**src/hdl/rv_pkg.sv**
```systemverilog
`default_nettype none

package rv_pkg;

	localparam int xlen = 32;
	localparam int reg_addr_w = 5;
	localparam int nregs = 32;

	// major opcodes
	localparam logic [6:0] opc_lui = 7'b0110111;
	localparam logic [6:0] opc_auipc = 7'b0010111;
	localparam logic [6:0] opc_jal = 7'b1101111;
	localparam logic [6:0] opc_jalr = 7'b1100111;
	localparam logic [6:0] opc_branch = 7'b1100011;
	localparam logic [6:0] opc_load = 7'b0000011;
	localparam logic [6:0] opc_store = 7'b0100011;
	localparam logic [6:0] opc_op_imm = 7'b0010011;
	localparam logic [6:0] opc_op = 7'b0110011;

	// groups stay contiguous, the range checks below rely on it
	typedef enum logic [5:0] {
		op_nop,
		op_lui, op_auipc, op_jal, op_jalr,
		op_beq, op_bne, op_blt, op_bge, op_bltu, op_bgeu,
		op_lb, op_lh, op_lw, op_lbu, op_lhu,
		op_sb, op_sh, op_sw,
		op_addi, op_slti, op_sltiu, op_xori, op_ori, op_andi,
		op_slli, op_srli, op_srai,
		op_add, op_sub, op_sll, op_slt, op_sltu,
		op_xor, op_srl, op_sra, op_or, op_and
	} op_t;

	typedef enum logic [2:0] {
		st_fetch, st_decode, st_read, st_exec, st_mem, st_write
	} seq_state_t;

	function automatic logic is_branch(input op_t op);
		return op inside {[op_beq:op_bgeu]};
	endfunction

	function automatic logic is_load(input op_t op);
		return op inside {[op_lb:op_lhu]};
	endfunction

	function automatic logic is_store(input op_t op);
		return op inside {[op_sb:op_sw]};
	endfunction

	function automatic logic is_reg_op(input op_t op);
		return op inside {[op_add:op_and]};
	endfunction

endpackage

`default_nettype wire
```
**src/hdl/rv_core.sv**
```systemverilog
`default_nettype none
`timescale 1ns/1ps

module rv_core import rv_pkg::*; (
	input logic clk,
	input logic rstn,
	output logic mem_req,
	output logic [xlen-1:0] mem_addr,
	output logic mem_we,
	output logic [3:0] mem_wstrb,
	output logic [xlen-1:0] mem_wdata,
	input logic mem_ack,
	input logic [xlen-1:0] mem_rdata
);

	op_t op;
	logic [reg_addr_w-1:0] rd;
	logic [reg_addr_w-1:0] rs1_idx;
	logic [reg_addr_w-1:0] rs2_idx;
	logic [xlen-1:0] imm;
	logic [xlen-1:0] rs1_val;
	logic [xlen-1:0] rs2_val;
	logic [xlen-1:0] alu_result;
	logic [xlen-1:0] load_data;
	logic [xlen-1:0] fetch_word;
	logic [xlen-1:0] pc;
	logic [xlen-1:0] instr;
	logic [xlen-1:0] wb_data;
	logic wb_en;
	logic access_start;
	logic access_fetch;
	logic access_done;

	core_sequencer sequencer_inst (
		.clk(clk), .rstn(rstn),
		.op(op), .imm(imm), .rs1_val(rs1_val), .alu_result(alu_result),
		.load_data(load_data), .fetch_word(fetch_word), .access_done(access_done),
		.access_start(access_start), .access_fetch(access_fetch),
		.pc(pc), .instr(instr), .wb_data(wb_data), .wb_en(wb_en)
	);

	inst_decoder decoder_inst (
		.clk(clk), .rstn(rstn), .instr(instr),
		.op(op), .rd(rd), .rs1_idx(rs1_idx), .rs2_idx(rs2_idx), .imm(imm)
	);

	int_reg_file reg_file_inst (
		.clk(clk), .rstn(rstn),
		.rs1_idx(rs1_idx), .rs2_idx(rs2_idx), .rd(rd),
		.wb_en(wb_en), .wb_data(wb_data),
		.rs1_val(rs1_val), .rs2_val(rs2_val)
	);

	int_alu alu_inst (
		.clk(clk), .op(op),
		.rs1_val(rs1_val), .rs2_val(rs2_val), .imm(imm),
		.alu_result(alu_result)
	);

	load_store_unit lsu_inst (
		.clk(clk), .rstn(rstn),
		.access_start(access_start), .access_fetch(access_fetch),
		.pc(pc), .rs1_val(rs1_val), .rs2_val(rs2_val), .imm(imm), .op(op),
		.access_done(access_done), .fetch_word(fetch_word), .load_data(load_data),
		.mem_req(mem_req), .mem_addr(mem_addr), .mem_we(mem_we),
		.mem_wstrb(mem_wstrb), .mem_wdata(mem_wdata),
		.mem_ack(mem_ack), .mem_rdata(mem_rdata)
	);

endmodule

`default_nettype wire

```
**src/hdl/load_store_unit.sv**
```systemverilog
`default_nettype none
`timescale 1ns/1ps

module load_store_unit import rv_pkg::*; (
	input logic clk,
	input logic rstn,
	input logic access_start,
	input logic access_fetch,
	input logic [xlen-1:0] pc,
	input logic [xlen-1:0] rs1_val,
	input logic [xlen-1:0] rs2_val,
	input logic [xlen-1:0] imm,
	input op_t op,
	output logic access_done,
	output logic [xlen-1:0] fetch_word,
	output logic [xlen-1:0] load_data,
	output logic mem_req,
	output logic [xlen-1:0] mem_addr,
	output logic mem_we,
	output logic [3:0] mem_wstrb,
	output logic [xlen-1:0] mem_wdata,
	input logic mem_ack,
	input logic [xlen-1:0] mem_rdata
);

	typedef enum logic [1:0] {ls_idle, ls_req, ls_ack_low} ls_state_t;

	ls_state_t ls_state;
	logic fetch_q;
	logic [1:0] off_q; // byte offset in the word
	logic [xlen-1:0] addr;
	logic store;
	logic [xlen-1:0] wdata_n;
	logic [3:0] wstrb_n;
	logic [xlen-1:0] rd_shift;
	logic [xlen-1:0] load_n;

	assign addr = access_fetch ? pc : rs1_val + imm;
	assign store = !access_fetch && is_store(op);

	always_comb begin
		case (op)
			op_sb: begin
				wdata_n = {24'd0, rs2_val[7:0]} << {addr[1:0], 3'b000};
				wstrb_n = 4'b0001 << addr[1:0];
			end
			op_sh: begin
				wdata_n = {16'd0, rs2_val[15:0]} << {addr[1], 4'b0000};
				wstrb_n = 4'b0011 << {addr[1], 1'b0};
			end
			default: begin
				wdata_n = rs2_val;
				wstrb_n = 4'b1111;
			end
		endcase
	end

	assign rd_shift = mem_rdata >> {off_q, 3'b000};

	always_comb begin
		case (op)
			op_lb: load_n = {{24{rd_shift[7]}}, rd_shift[7:0]};
			op_lh: load_n = {{16{rd_shift[15]}}, rd_shift[15:0]};
			op_lbu: load_n = {24'd0, rd_shift[7:0]};
			op_lhu: load_n = {16'd0, rd_shift[15:0]};
			default: load_n = mem_rdata;
		endcase
	end

	always_ff @(posedge clk) begin
		if (!rstn) begin
			ls_state <= ls_idle;
			mem_req <= 1'b0;
			mem_we <= 1'b0;
			mem_wstrb <= '0;
			access_done <= 1'b0;
		end else begin
			access_done <= 1'b0;
			case (ls_state)
				ls_idle: begin
					if (access_start) begin
						mem_req <= 1'b1;
						mem_addr <= {addr[xlen-1:2], 2'b00};
						mem_we <= store;
						mem_wstrb <= store ? wstrb_n : 4'b0000;
						mem_wdata <= wdata_n;
						fetch_q <= access_fetch;
						off_q <= addr[1:0];
						ls_state <= ls_req;
					end
				end
				ls_req: begin
					if (mem_ack) begin
						if (fetch_q)
							fetch_word <= mem_rdata;
						else
							load_data <= load_n;
						mem_req <= 1'b0;
						ls_state <= ls_ack_low;
					end
				end
				default: begin
					if (!mem_ack) begin // handshake closed
						access_done <= 1'b1;
						ls_state <= ls_idle;
					end
				end
			endcase
		end
	end

endmodule

`default_nettype wire

```
**src/hdl/int_alu.sv**
```systemverilog
`default_nettype none
`timescale 1ns/1ps

module int_alu import rv_pkg::*; (
	input logic clk,
	input op_t op,
	input logic [xlen-1:0] rs1_val,
	input logic [xlen-1:0] rs2_val,
	input logic [xlen-1:0] imm,
	output logic [xlen-1:0] alu_result
);

	logic [xlen-1:0] b;
	logic [4:0] shamt;
	logic [xlen-1:0] res;

	assign b = (is_reg_op(op) || is_branch(op)) ? rs2_val : imm;
	assign shamt = b[4:0];

	always_comb begin
		case (op)
			op_sub: res = rs1_val - b;
			op_slt, op_slti: res = {31'd0, $signed(rs1_val) < $signed(b)};
			op_sltu, op_sltiu: res = {31'd0, rs1_val < b};
			op_xor, op_xori: res = rs1_val ^ b;
			op_or, op_ori: res = rs1_val | b;
			op_and, op_andi: res = rs1_val & b;
			op_sll, op_slli: res = rs1_val << shamt;
			op_srl, op_srli: res = rs1_val >> shamt;
			op_sra, op_srai: res = $signed(rs1_val) >>> shamt;
			op_beq: res = {31'd0, rs1_val == b}; // branch condition as 0/1
			op_bne: res = {31'd0, rs1_val != b};
			op_blt: res = {31'd0, $signed(rs1_val) < $signed(b)};
			op_bge: res = {31'd0, $signed(rs1_val) >= $signed(b)};
			op_bltu: res = {31'd0, rs1_val < b};
			op_bgeu: res = {31'd0, rs1_val >= b};
			default: res = rs1_val + b;
		endcase
	end

	always_ff @(posedge clk) begin
		alu_result <= res;
	end

endmodule

`default_nettype wire

```
**src/hdl/int_reg_file.sv**
```systemverilog
`default_nettype none
`timescale 1ns/1ps

module int_reg_file import rv_pkg::*; (
	input logic clk,
	input logic rstn,
	input logic [reg_addr_w-1:0] rs1_idx,
	input logic [reg_addr_w-1:0] rs2_idx,
	input logic [reg_addr_w-1:0] rd,
	input logic wb_en,
	input logic [xlen-1:0] wb_data,
	output logic [xlen-1:0] rs1_val,
	output logic [xlen-1:0] rs2_val
);

	logic [xlen-1:0] regs [nregs];

	always_ff @(posedge clk) begin
		if (!rstn) begin
			for (int i = 0; i < nregs; i++)
				regs[i] <= '0;
			rs1_val <= '0;
			rs2_val <= '0;
		end else begin
			if (wb_en && rd != '0)
				regs[rd] <= wb_data; // x0 stays zero
			rs1_val <= (rs1_idx == '0) ? '0 : regs[rs1_idx];
			rs2_val <= (rs2_idx == '0) ? '0 : regs[rs2_idx];
		end
	end

endmodule

`default_nettype wire

```
**src/hdl/inst_decoder.sv**
```systemverilog
`default_nettype none
`timescale 1ns/1ps

module inst_decoder import rv_pkg::*; (
	input logic clk,
	input logic rstn,
	input logic [xlen-1:0] instr,
	output op_t op,
	output logic [reg_addr_w-1:0] rd,
	output logic [reg_addr_w-1:0] rs1_idx,
	output logic [reg_addr_w-1:0] rs2_idx,
	output logic [xlen-1:0] imm
);

	logic [6:0] opcode;
	logic [2:0] funct3;
	logic f7_clean; // funct7 zero apart from bit 30
	logic [xlen-1:0] imm_i, imm_s, imm_b, imm_u, imm_j;
	op_t op_n;
	logic [xlen-1:0] imm_n;
	logic writes_rd;

	assign opcode = instr[6:0];
	assign funct3 = instr[14:12];
	assign f7_clean = {instr[31], instr[29:25]} == 6'd0;

	assign imm_i = {{20{instr[31]}}, instr[31:20]};
	assign imm_s = {{20{instr[31]}}, instr[31:25], instr[11:7]};
	assign imm_b = {{19{instr[31]}}, instr[31], instr[7], instr[30:25], instr[11:8], 1'b0};
	assign imm_u = {instr[31:12], 12'd0};
	assign imm_j = {{11{instr[31]}}, instr[31], instr[19:12], instr[20], instr[30:21], 1'b0};

	always_comb begin
		op_n = op_nop; // csr, fence, anything unknown
		imm_n = '0;
		case (opcode)
			opc_lui: begin op_n = op_lui; imm_n = imm_u; end
			opc_auipc: begin op_n = op_auipc; imm_n = imm_u; end
			opc_jal: begin op_n = op_jal; imm_n = imm_j; end
			opc_jalr: begin
				imm_n = imm_i;
				if (funct3 == 3'b000)
					op_n = op_jalr;
			end
			opc_branch: begin
				imm_n = imm_b;
				case (funct3)
					3'b000: op_n = op_beq;
					3'b001: op_n = op_bne;
					3'b100: op_n = op_blt;
					3'b101: op_n = op_bge;
					3'b110: op_n = op_bltu;
					3'b111: op_n = op_bgeu;
					default: op_n = op_nop;
				endcase
			end
			opc_load: begin
				imm_n = imm_i;
				case (funct3)
					3'b000: op_n = op_lb;
					3'b001: op_n = op_lh;
					3'b010: op_n = op_lw;
					3'b100: op_n = op_lbu;
					3'b101: op_n = op_lhu;
					default: op_n = op_nop;
				endcase
			end
			opc_store: begin
				imm_n = imm_s;
				case (funct3)
					3'b000: op_n = op_sb;
					3'b001: op_n = op_sh;
					3'b010: op_n = op_sw;
					default: op_n = op_nop;
				endcase
			end
			opc_op_imm: begin
				imm_n = imm_i;
				case (funct3)
					3'b000: op_n = op_addi;
					3'b010: op_n = op_slti;
					3'b011: op_n = op_sltiu;
					3'b100: op_n = op_xori;
					3'b110: op_n = op_ori;
					3'b111: op_n = op_andi;
					3'b001: op_n = (f7_clean && !instr[30]) ? op_slli : op_nop;
					default: op_n = !f7_clean ? op_nop : instr[30] ? op_srai : op_srli;
				endcase
			end
			opc_op: begin
				if (f7_clean) begin
					case (funct3)
						3'b000: op_n = instr[30] ? op_sub : op_add;
						3'b101: op_n = instr[30] ? op_sra : op_srl;
						3'b001: op_n = instr[30] ? op_nop : op_sll;
						3'b010: op_n = instr[30] ? op_nop : op_slt;
						3'b011: op_n = instr[30] ? op_nop : op_sltu;
						3'b100: op_n = instr[30] ? op_nop : op_xor;
						3'b110: op_n = instr[30] ? op_nop : op_or;
						default: op_n = instr[30] ? op_nop : op_and;
					endcase
				end
			end
			default: op_n = op_nop;
		endcase
	end

	assign writes_rd = !(op_n == op_nop || is_branch(op_n) || is_store(op_n));

	always_ff @(posedge clk) begin
		if (!rstn) begin
			op <= op_nop;
			rd <= '0;
		end else begin
			op <= op_n;
			rd <= writes_rd ? instr[11:7] : '0;
		end
		rs1_idx <= instr[19:15];
		rs2_idx <= instr[24:20];
		imm <= imm_n;
	end

endmodule

`default_nettype wire

```
**src/hdl/core_sequencer.sv**
```systemverilog
`default_nettype none
`timescale 1ns/1ps

module core_sequencer import rv_pkg::*; (
	input logic clk,
	input logic rstn,
	input op_t op,
	input logic [xlen-1:0] imm,
	input logic [xlen-1:0] rs1_val,
	input logic [xlen-1:0] alu_result,
	input logic [xlen-1:0] load_data,
	input logic [xlen-1:0] fetch_word,
	input logic access_done,
	output logic access_start,
	output logic access_fetch,
	output logic [xlen-1:0] pc,
	output logic [xlen-1:0] instr,
	output logic [xlen-1:0] wb_data,
	output logic wb_en
);

	seq_state_t state;
	logic access_busy; // lsu owns the bus
	logic [xlen-1:0] pc_plus4;
	logic [xlen-1:0] pc_plus_imm;
	logic [xlen-1:0] jalr_target;
	logic [xlen-1:0] next_pc;

	assign pc_plus4 = pc + 32'd4;
	assign pc_plus_imm = pc + imm;
	assign jalr_target = rs1_val + imm;

	always_comb begin
		case (op)
			op_lui: wb_data = imm;
			op_auipc: wb_data = pc_plus_imm;
			op_jal, op_jalr: wb_data = pc_plus4; // link
			op_lb, op_lh, op_lw, op_lbu, op_lhu: wb_data = load_data;
			default: wb_data = alu_result;
		endcase
	end

	always_comb begin
		if (op == op_jal)
			next_pc = pc_plus_imm;
		else if (op == op_jalr)
			next_pc = {jalr_target[xlen-1:1], 1'b0};
		else if (is_branch(op) && alu_result != '0)
			next_pc = pc_plus_imm; // taken
		else
			next_pc = pc_plus4;
	end

	assign wb_en = (state == st_write); // rd is 0 when nothing is written

	always_ff @(posedge clk) begin
		if (!rstn) begin
			state <= st_fetch;
			access_start <= 1'b0;
			access_fetch <= 1'b0;
			access_busy <= 1'b0;
			pc <= '0;
		end else begin
			access_start <= 1'b0;
			case (state)
				st_fetch: begin
					if (!access_busy) begin
						access_start <= 1'b1;
						access_fetch <= 1'b1;
						access_busy <= 1'b1;
					end else if (access_done) begin
						access_busy <= 1'b0;
						state <= st_decode;
					end
				end
				st_decode: state <= st_read;
				st_read: state <= st_exec;
				st_exec: begin
					if (is_load(op) || is_store(op)) begin
						access_start <= 1'b1;
						access_fetch <= 1'b0;
						access_busy <= 1'b1;
					end
					state <= st_mem;
				end
				st_mem: begin
					if (!access_busy || access_done) begin
						access_busy <= 1'b0;
						state <= st_write;
					end
				end
				st_write: begin
					pc <= next_pc;
					state <= st_fetch;
				end
				default: state <= st_fetch;
			endcase
		end
	end

	always_ff @(posedge clk) begin
		if (state == st_fetch && access_busy && access_done)
			instr <= fetch_word;
	end

endmodule

`default_nettype wire

```
**config.mk**
```make
export PLATFORM = sky130hd
export DESIGN_NAME = rv_core
export DESIGN_NICKNAME = d
export VERILOG_FILES = /design/src/hdl/rv_pkg.sv /design/src/hdl/rv_core.sv /design/src/hdl/load_store_unit.sv /design/src/hdl/int_alu.sv /design/src/hdl/int_reg_file.sv /design/src/hdl/inst_decoder.sv /design/src/hdl/core_sequencer.sv
export SDC_FILE = /design/constraint.sdc
export NUM_CORES = 2
export LEC_CHECK = 0
export BUFFER_PORTS_ARGS = -buffer_cell sky130_fd_sc_hd__buf_2
export CAP_MARGIN = 20
export CELL_PAD_IN_SITES_DETAIL_PLACEMENT = 1
export CELL_PAD_IN_SITES_GLOBAL_PLACEMENT = 2
export CORE_AREA = 4 4 450 452
export CTS_BUF_LIST = sky130_fd_sc_hd__clkbuf_8 sky130_fd_sc_hd__clkbuf_16
export DETAILED_ROUTE_END_ITERATION = 7
export DIE_AREA = 0 0 454 456
export GPL_TIMING_DRIVEN = 0
export HOLD_SLACK_MARGIN = 0.05
export PLACE_DENSITY = 0.72
export REMOVE_ABC_BUFFERS = 1
export SETUP_SLACK_MARGIN = 0.5
export SLEW_MARGIN = 30
export SYNTH_ARGS = -nofsm -noshare
export SYNTH_HDL_FRONTEND = slang
export SYNTH_SLANG_ARGS = --single-unit
```
**constraint.sdc**
```tcl
create_clock -name clk -period 7.55 [get_ports clk]
set_clock_uncertainty 0.2 [all_clocks]
set_input_delay 0.3775 -clock clk [delete_from_list [all_inputs] [get_ports clk]]
set_output_delay 0.3775 -clock clk [all_outputs]
set_load 0.03 [all_outputs]
```
Word-level counts from Yosys, hierarchy flattened:

Memory sizes are Yosys's and may differ from the RTL's. A register that Yosys moved wholly into a read port is not among the register bits.
Cells that the tools add are included.

* register bits: 293
* bits in latches: 0
* memory bits (writable): 1024
* memory bits (read-only): 0
* bits of input ports: 35
* word-level logic and storage cells: 243
* memories: 1

* $add $sub $neg: 5
* multiply operators: 0
* divide/modulo/power cells: 0
* order comparisons: 16
* equal/unequal tests: 66
* shift operators: 8
* muxes and demuxes: 61
* bitwise operators: 5
* reductions and logical operators: 58

Memory list
* reg_file_inst.regs: depth 32, width 32, rd ports 2, clocked after Yosys merged registers in 2, wr ports 32, RTL line int_reg_file.sv:16 `logic [xlen-1:0] regs [nregs];`

Operators with widths (number)
* 32-bit one-hot mux with 13 select lines: 1
* 32-bit one-hot mux with 4 select lines: 2
* 32-bit two-way mux: 6
* 32-bit one-hot mux with 5 select lines: 1
* 32-bit adder: 3
* 6-bit one-hot mux with 7 select lines: 2
* 6-bit by 5-bit == test with 1-bit output, second input constant: 13
* 32-bit >= comparator: 2
* 32-bit less-than comparator: 2
* 32-bit one-hot mux with 2 select lines: 1
* 6-bit one-hot mux with 9 select lines: 1
* 6-bit by 4-bit == test with 1-bit output, second input constant: 8
* 6-bit == test, second input constant: 6
* 6-bit two-way mux: 6
* 32-bit by 3-bit adder with 32-bit output, second input constant: 1
* 32-bit AND: 1
* 32-bit == test: 1
* 32-bit != test: 1
* 32-bit OR: 1
* 32-bit nonzero test: 1
* 32-bit OR reduction: 1
* 16-bit by 5-bit left shift with 32-bit output: 1
* 32-bit by 5-bit left shift with 32-bit output: 1
* 8-bit by 5-bit left shift with 32-bit output: 1
* other kinds (57): 155

Logic depth before layout (Yosys ltp):

* depth in word-level cells: 10
* mapped depth: 23
* gate-level depth less buffers: 18

Hierarchy:

From an unflattened synthesis, not the netlist that was laid out.

* cells, all modules: 7107
* area, all modules: 83437.5 µm²

Modules (own cells, without submodules)
* int_reg_file: times used 1, cells each 3588, area an instance 55593.3 µm²
* int_alu: times used 1, cells each 1578, area an instance 10339.9 µm²
* core_sequencer: times used 1, cells each 1021, area an instance 7906.3 µm²
* load_store_unit: times used 1, cells each 679, area an instance 7414.6 µm²
* inst_decoder: times used 1, cells each 241, area an instance 2183.3 µm²

Worst setup path before layout:

Ideal clock, no wire load.

* path type: register -> register
* from: register decoder_inst.op[2]
* to: register alu_inst.alu_result[30]
* library setup time: 0.129 ns
* arrival time: 4.908 ns
* path slack: 2.313 ns
* stages on the path, launching flop included: 23
* cells stage by stage: dfxtp_1 > buf_2 > a22o_1 > a211o_1 > o21ai_1 > mux2i_1 > inv_2 > buf_2 > buf_2 > buf_1 > buf_2 > ha_1 > a211oi_1 > o21bai_1 > a21oi_1 > o211ai_1 > a31o_2 > a311oi_1 > o22ai_1 > o41ai_1 > a21boi_0 > a31o_2 > o21ai_1

* cells in the longest elaborated chain, start to end: 6
* elaborated cells between the ends (all ways): 48
* those cells by class: 2 x add/sub; 4 x order compare; 23 x eq/ne; 3 x shift; 2 x mux; 3 x bitwise; 11 x reduce/logical

RTL lines
* start, declared: RTL line inst_decoder.sv:8 `output op_t op,`
* start signal, assigned: RTL line inst_decoder.sv:112 `op <= op_nop;`
* start signal, assigned: RTL line inst_decoder.sv:115 `op <= op_n;`
* 6-bit by 5-bit >= comparator with 1-bit output, or another cell as far along: RTL line rv_pkg.sv:50 `return op inside {[op_add:op_and]};`
* 1-bit logical AND (on tied branches): RTL line rv_pkg.sv:50, rv_pkg.sv:38
* 1-bit logical OR: RTL line int_alu.sv:17 `assign b = (is_reg_op(op) || is_branch(op)) ? rs2_val : imm;`
* 32-bit two-way mux: RTL line int_alu.sv:17
* 32-bit adder, or another cell as far along: RTL line int_alu.sv:37 `default: res = rs1_val + b;`
* 32-bit one-hot mux with 13 select lines *: RTL line int_alu.sv:21 `case (op)`
* net alu_inst.res[30]: RTL line int_alu.sv:15 `logic [xlen-1:0] res;`
* end signal, assigned: RTL line int_alu.sv:42 `alu_result <= res;`
* end, declared: RTL line int_alu.sv:10 `output logic [xlen-1:0] alu_result`

The timed path passes the listed nets; every way through them passes the cells marked *.
A chain may end at the register's enable or synchronous reset.

Final worst setup path:

* from: register decoder_inst.op[0]
* to: register alu_inst.alu_result[0]

* cells in the longest elaborated chain, start to end: 6
* elaborated cells between the ends (all ways): 54
* those cells by class: 2 x add/sub; 8 x order compare; 25 x eq/ne; 3 x shift; 2 x mux; 3 x bitwise; 11 x reduce/logical

RTL lines (RTL line)
* 6-bit by 5-bit >= comparator with 1-bit output, or another cell as far along: rv_pkg.sv:50
* 1-bit logical AND (on tied branches): rv_pkg.sv:50, rv_pkg.sv:38
* 1-bit logical OR: int_alu.sv:17
* 32-bit two-way mux: int_alu.sv:17
* 32-bit adder, or another cell as far along: int_alu.sv:37
* 32-bit one-hot mux with 13 select lines *: int_alu.sv:21
* net alu_inst.res[0]: int_alu.sv:15

Marks and branches as above.

==> results.yml <==
timing:
  relSlewSlack: 0.246
  setup_viol_count_final: 0
  grt_setup_unrepaired: "no"
  fin_tns_setup_ns: 0
  timing_hold_violations_final: 0
  max_freq_mhz: 148
  finalHoldWorstSlack_ns: 0.114
  slew_violations: 0
  fin_ws_ns: 0.787
  worst_pin_slew_ns: 1.12
  period_share: 0.896
  min_period_ns: 6.76
setup_path:
  r2r_setup_slack_ns: 0.79
  crit_arrival_ns: 7.23
  critical_path_class: "flip-flop to flip-flop"
  cp_data_required_time_ns: 8.02
  reg2reg_depth: 20
  r2r-end: "alu_inst.alu_result[0]"
  cp-start-kind: "flip-flop"
  endpoint_kind: "flip-flop"
  r2r_start: "decoder_inst.op[0]"
  worstPathMaxFanout: 74
routing:
  ant_nets: 0
  vias: 65900
  routed_wl_mm: 358
  viasPerCell: 6.45
  dr.pass1.iters: 8
  drtIter0Drc: 7270
  post-route-drc-count: 0
  routedWlPerCell_um: 35.0
synthesis:
  synth_edf_count: 1185
  ys_top_cells_by_count: "1373 x nor2_1, 1185 x edfxtp_1, 589 x a21oi_1, 533 x clkbuf_1, 416 x mux2i_1"
  synthTopCellsByArea: "edfxtp_1 45%, mux4_2 7.3%, nor2_1 6.5%, mux2i_1 5.3%, dfxtp_1 5.0%"
  synth_area_per_cell_sq_um: 10.6
  yosysMostFrequentCell: "nor2_1"
  syn_inst: 7464
  synth_cell_types: 92
  netlist_area_sq_um: 79000
  synthFlopType: "edfxtp_1"
  synth_area_leader_cell: "edfxtp_1"
  synth-async-reset-ratio: 0
  synthDominantCellAreaShare: 0.451
  ys_ff_latch: 1381
  yosysWarningCount: 0
  yosysSeqAreaShare: 0.500
floorplan:
  die_w_um: 454
  io_pins: 105
  num_rows: 164
  die_h_um: 456
  dieArea_sq_um: 207000
  core-area_sq_um: 199000
  initial_core_util: 0.397
final_layout:
  nFillCells: 21000
  drive_gt1_frac: 0.161
  syn_to_final_growth_pct: 17.2
  fin_cells: 10200
  final_nets: 7615
placement:
  globalplace.congestion: 0.930
  dp.cells: 9879
  io_buffers: 102
  preCtsSetupSlack_ns: 0.149
  hpwlAfterDp_mm: 252
global_route:
  grt_start_max_net_pins: 75
  grt_pass1_vias: 66900
  grt_pass1_wl_mm: 499
  grtUsageTotal: 0.336
  grt_antenna_before_repair: 10
  grt_overflow: 0
clock_network:
  cts_htree_levels: 4
  cts_sinks: 1381
  cts_tree: "built"
  cts_made_buffers: 158
  path_clk_slew_ns: 0.06
  clockBufferDepth: 3
  root_buffer: "clkbuf_16"
  worst_skew_pair.late_latency_ns: 0.86
power:
  power.density_nw_per_um2: 189
  p_leak_nw: 34.2
  peakVddDrop_mv: 0.213
  total_power_mw: 17.5
flow_run:
  max-cap-violations: 0
hold_path:
  min_from: "mem_rdata[11]"
  hold_end: "lsu_inst.fetch_word[11]"
  whs_path_depth: 2
  hold_path_class: "input port to flip-flop"
outcome:
  status: "complete, no violations"
worst max path at each step:
stage,startpoint,to,slack [ns],depth (start not counted)
after floorplan,decoder_inst.rs1_idx[0],reg_file_inst.rs1_val[0],-11.88,2
after global placement,decoder_inst.rs2_idx[0],reg_file_inst.rs2_val[17],-40.66,2
after detailed placement,decoder_inst.op[3],alu_inst.alu_result[30],0.15,17
after CTS,decoder_inst.op[4],alu_inst.alu_result[0],0.52,19
after global routing,decoder_inst.op[4],alu_inst.alu_result[30],0.59,20
final,decoder_inst.op[0],alu_inst.alu_result[0],0.79,20
critical path: stages, from the launching register on:
cell and delay, ns:
dfxtp_2 0.49, a22o_1 0.31, a211o_1 0.39, o21ai_4 0.44, mux2i_4 0.36, buf_16 0.20
buf_16 0.17, buf_8 0.17, buf_8 0.18, inv_6 0.21, ha_1 0.33, inv_1 0.17
o31ai_1 0.14, a211oi_4 0.42, o221ai_1 0.22, a21o_1 0.26, a311oi_4 0.36, nor2_1 0.14
o21ai_1 0.39, mux2_2 0.44, a32oi_1 0.48
layout make-up:
cell class	instances	area, sq um	share of cell area
Inverter	142	549	0.00594
Sequential cell	1381	39600	0.428
Clock buffer	173	4160	0.0450
Timing Repair Buffer	406	6140	0.0663
Multi-Input combinational cell	5335	37800	0.409
Tap cell	2656	3320	0.0359
Antenna cell	12	30.0	0.000325
Clock inverter	117	972	0.0105
placed cells by master (no fill, tap or decap), drive strengths merged, types with 35 or more instances in the layout:
| cell type | synthesis | final |
|---|---|---|
| nand2 | 400 | 400 |
| mux2 | 148 | 148 |
| nor2 | 1374 | 1374 |
| o22ai | 143 | 143 |
| nand2b | 40 | 40 |
| o221ai | 147 | 147 |
| a222oi | 36 | 36 |
| nand3 | 86 | 86 |
| a211oi | 60 | 60 |
| xnor2 | 62 | 62 |
| ha | 153 | 153 |
| xor2 | 35 | 35 |
| dlygate4sd3 | 0 | 35 |
| a21oi | 589 | 589 |
| nor3 | 194 | 194 |
| clkinv | 1 | 54 |
| a22oi | 35 | 35 |
| a21o | 100 | 100 |
| mux2i | 416 | 416 |
| clkbuf | 533 | 173 |
| mux4 | 256 | 256 |
| and2 | 36 | 36 |
| edfxtp | 1185 | 1185 |
| a221oi | 48 | 48 |
| inv | 141 | 192 |
| dfxtp | 196 | 196 |
| o21ai | 412 | 412 |
| buf | 106 | 371 |
| o211ai | 63 | 63 |
| o21bai | 36 | 36 |
| nor2b | 38 | 38 |
power breakdown:
| group | total [mW] | internal, mW | switching [mW] | leakage (nW) |
|---|---|---|---|---|
| Sequential | 8.66 | 8.49 | 0.167 | 13.6 |
| Combinational | 1.12 | 0.388 | 0.736 | 17.9 |
| Clock | 7.68 | 4.33 | 3.35 | 2.66 |
| Total | 17.5 | 13.2 | 4.25 | 34.2 |
stage by stage:
step / utilization / cell area (sq um)
finish: 0.465 / 92500
global route: 0.465 / 92500
CTS: 0.465 / 92400
detailed placement: 0.437 / 86900
global placement: 0.405 / 80500
floorplan: - / 76600
flip-flops by register name (all words and copies together), names as in the netlist, 3 cells and up:
register and flops:
decoder_inst.rd 5, decoder_inst.imm 32, alu_inst.alu_result 32, lsu_inst.load_data 32, lsu_inst.mem_addr 30, sequencer_inst.state 3
reg_file_inst.rs1_val 32, decoder_inst.rs1_idx 5, reg_file_inst.rs2_val 32, decoder_inst.op 6, sequencer_inst.instr 32, lsu_inst.mem_wstrb 4
lsu_inst.mem_wdata 32, reg_file_inst.regs 1024, lsu_inst.fetch_word 32, sequencer_inst.pc 32, decoder_inst.rs2_idx 5
metal layers:
layer | GRT usage | wire length, um | vias up
met2 | 0.543 | 167000 | 3058
met1 | 0.418 | 138000 | 34000
met5 | 0 | 0 | -
met3 | 0.0580 | 25800 | 844
met4 | 0.212 | 26700 | 0
li1 | - | - | 28000
repair_timing:
item                                    4_1_cts  5_1_grt
endpoints found under the setup margin        2        4
hold buffers                                 35        0
hold endpoints to repair                    173        0
pin swaps                                     1        1
buffers inserted                              0        5
gates resized for setup                       4        3
logic make-up after synthesis:
kind of cell	count (synthesis)	synth area share
AO/OA/AOI/OAI	1914	0.155
XOR/XNOR	97	0.0108
adder cells (fa/ha/maj)	157	0.0251
buffers and inverters	781	0.0379
flip-flops	1381	0.500
multiplexers	820	0.147
other	1	0.0000475
AND/OR/NAND/NOR	2313	0.124
Note: power is estimated with default switching activity, not from simulation.
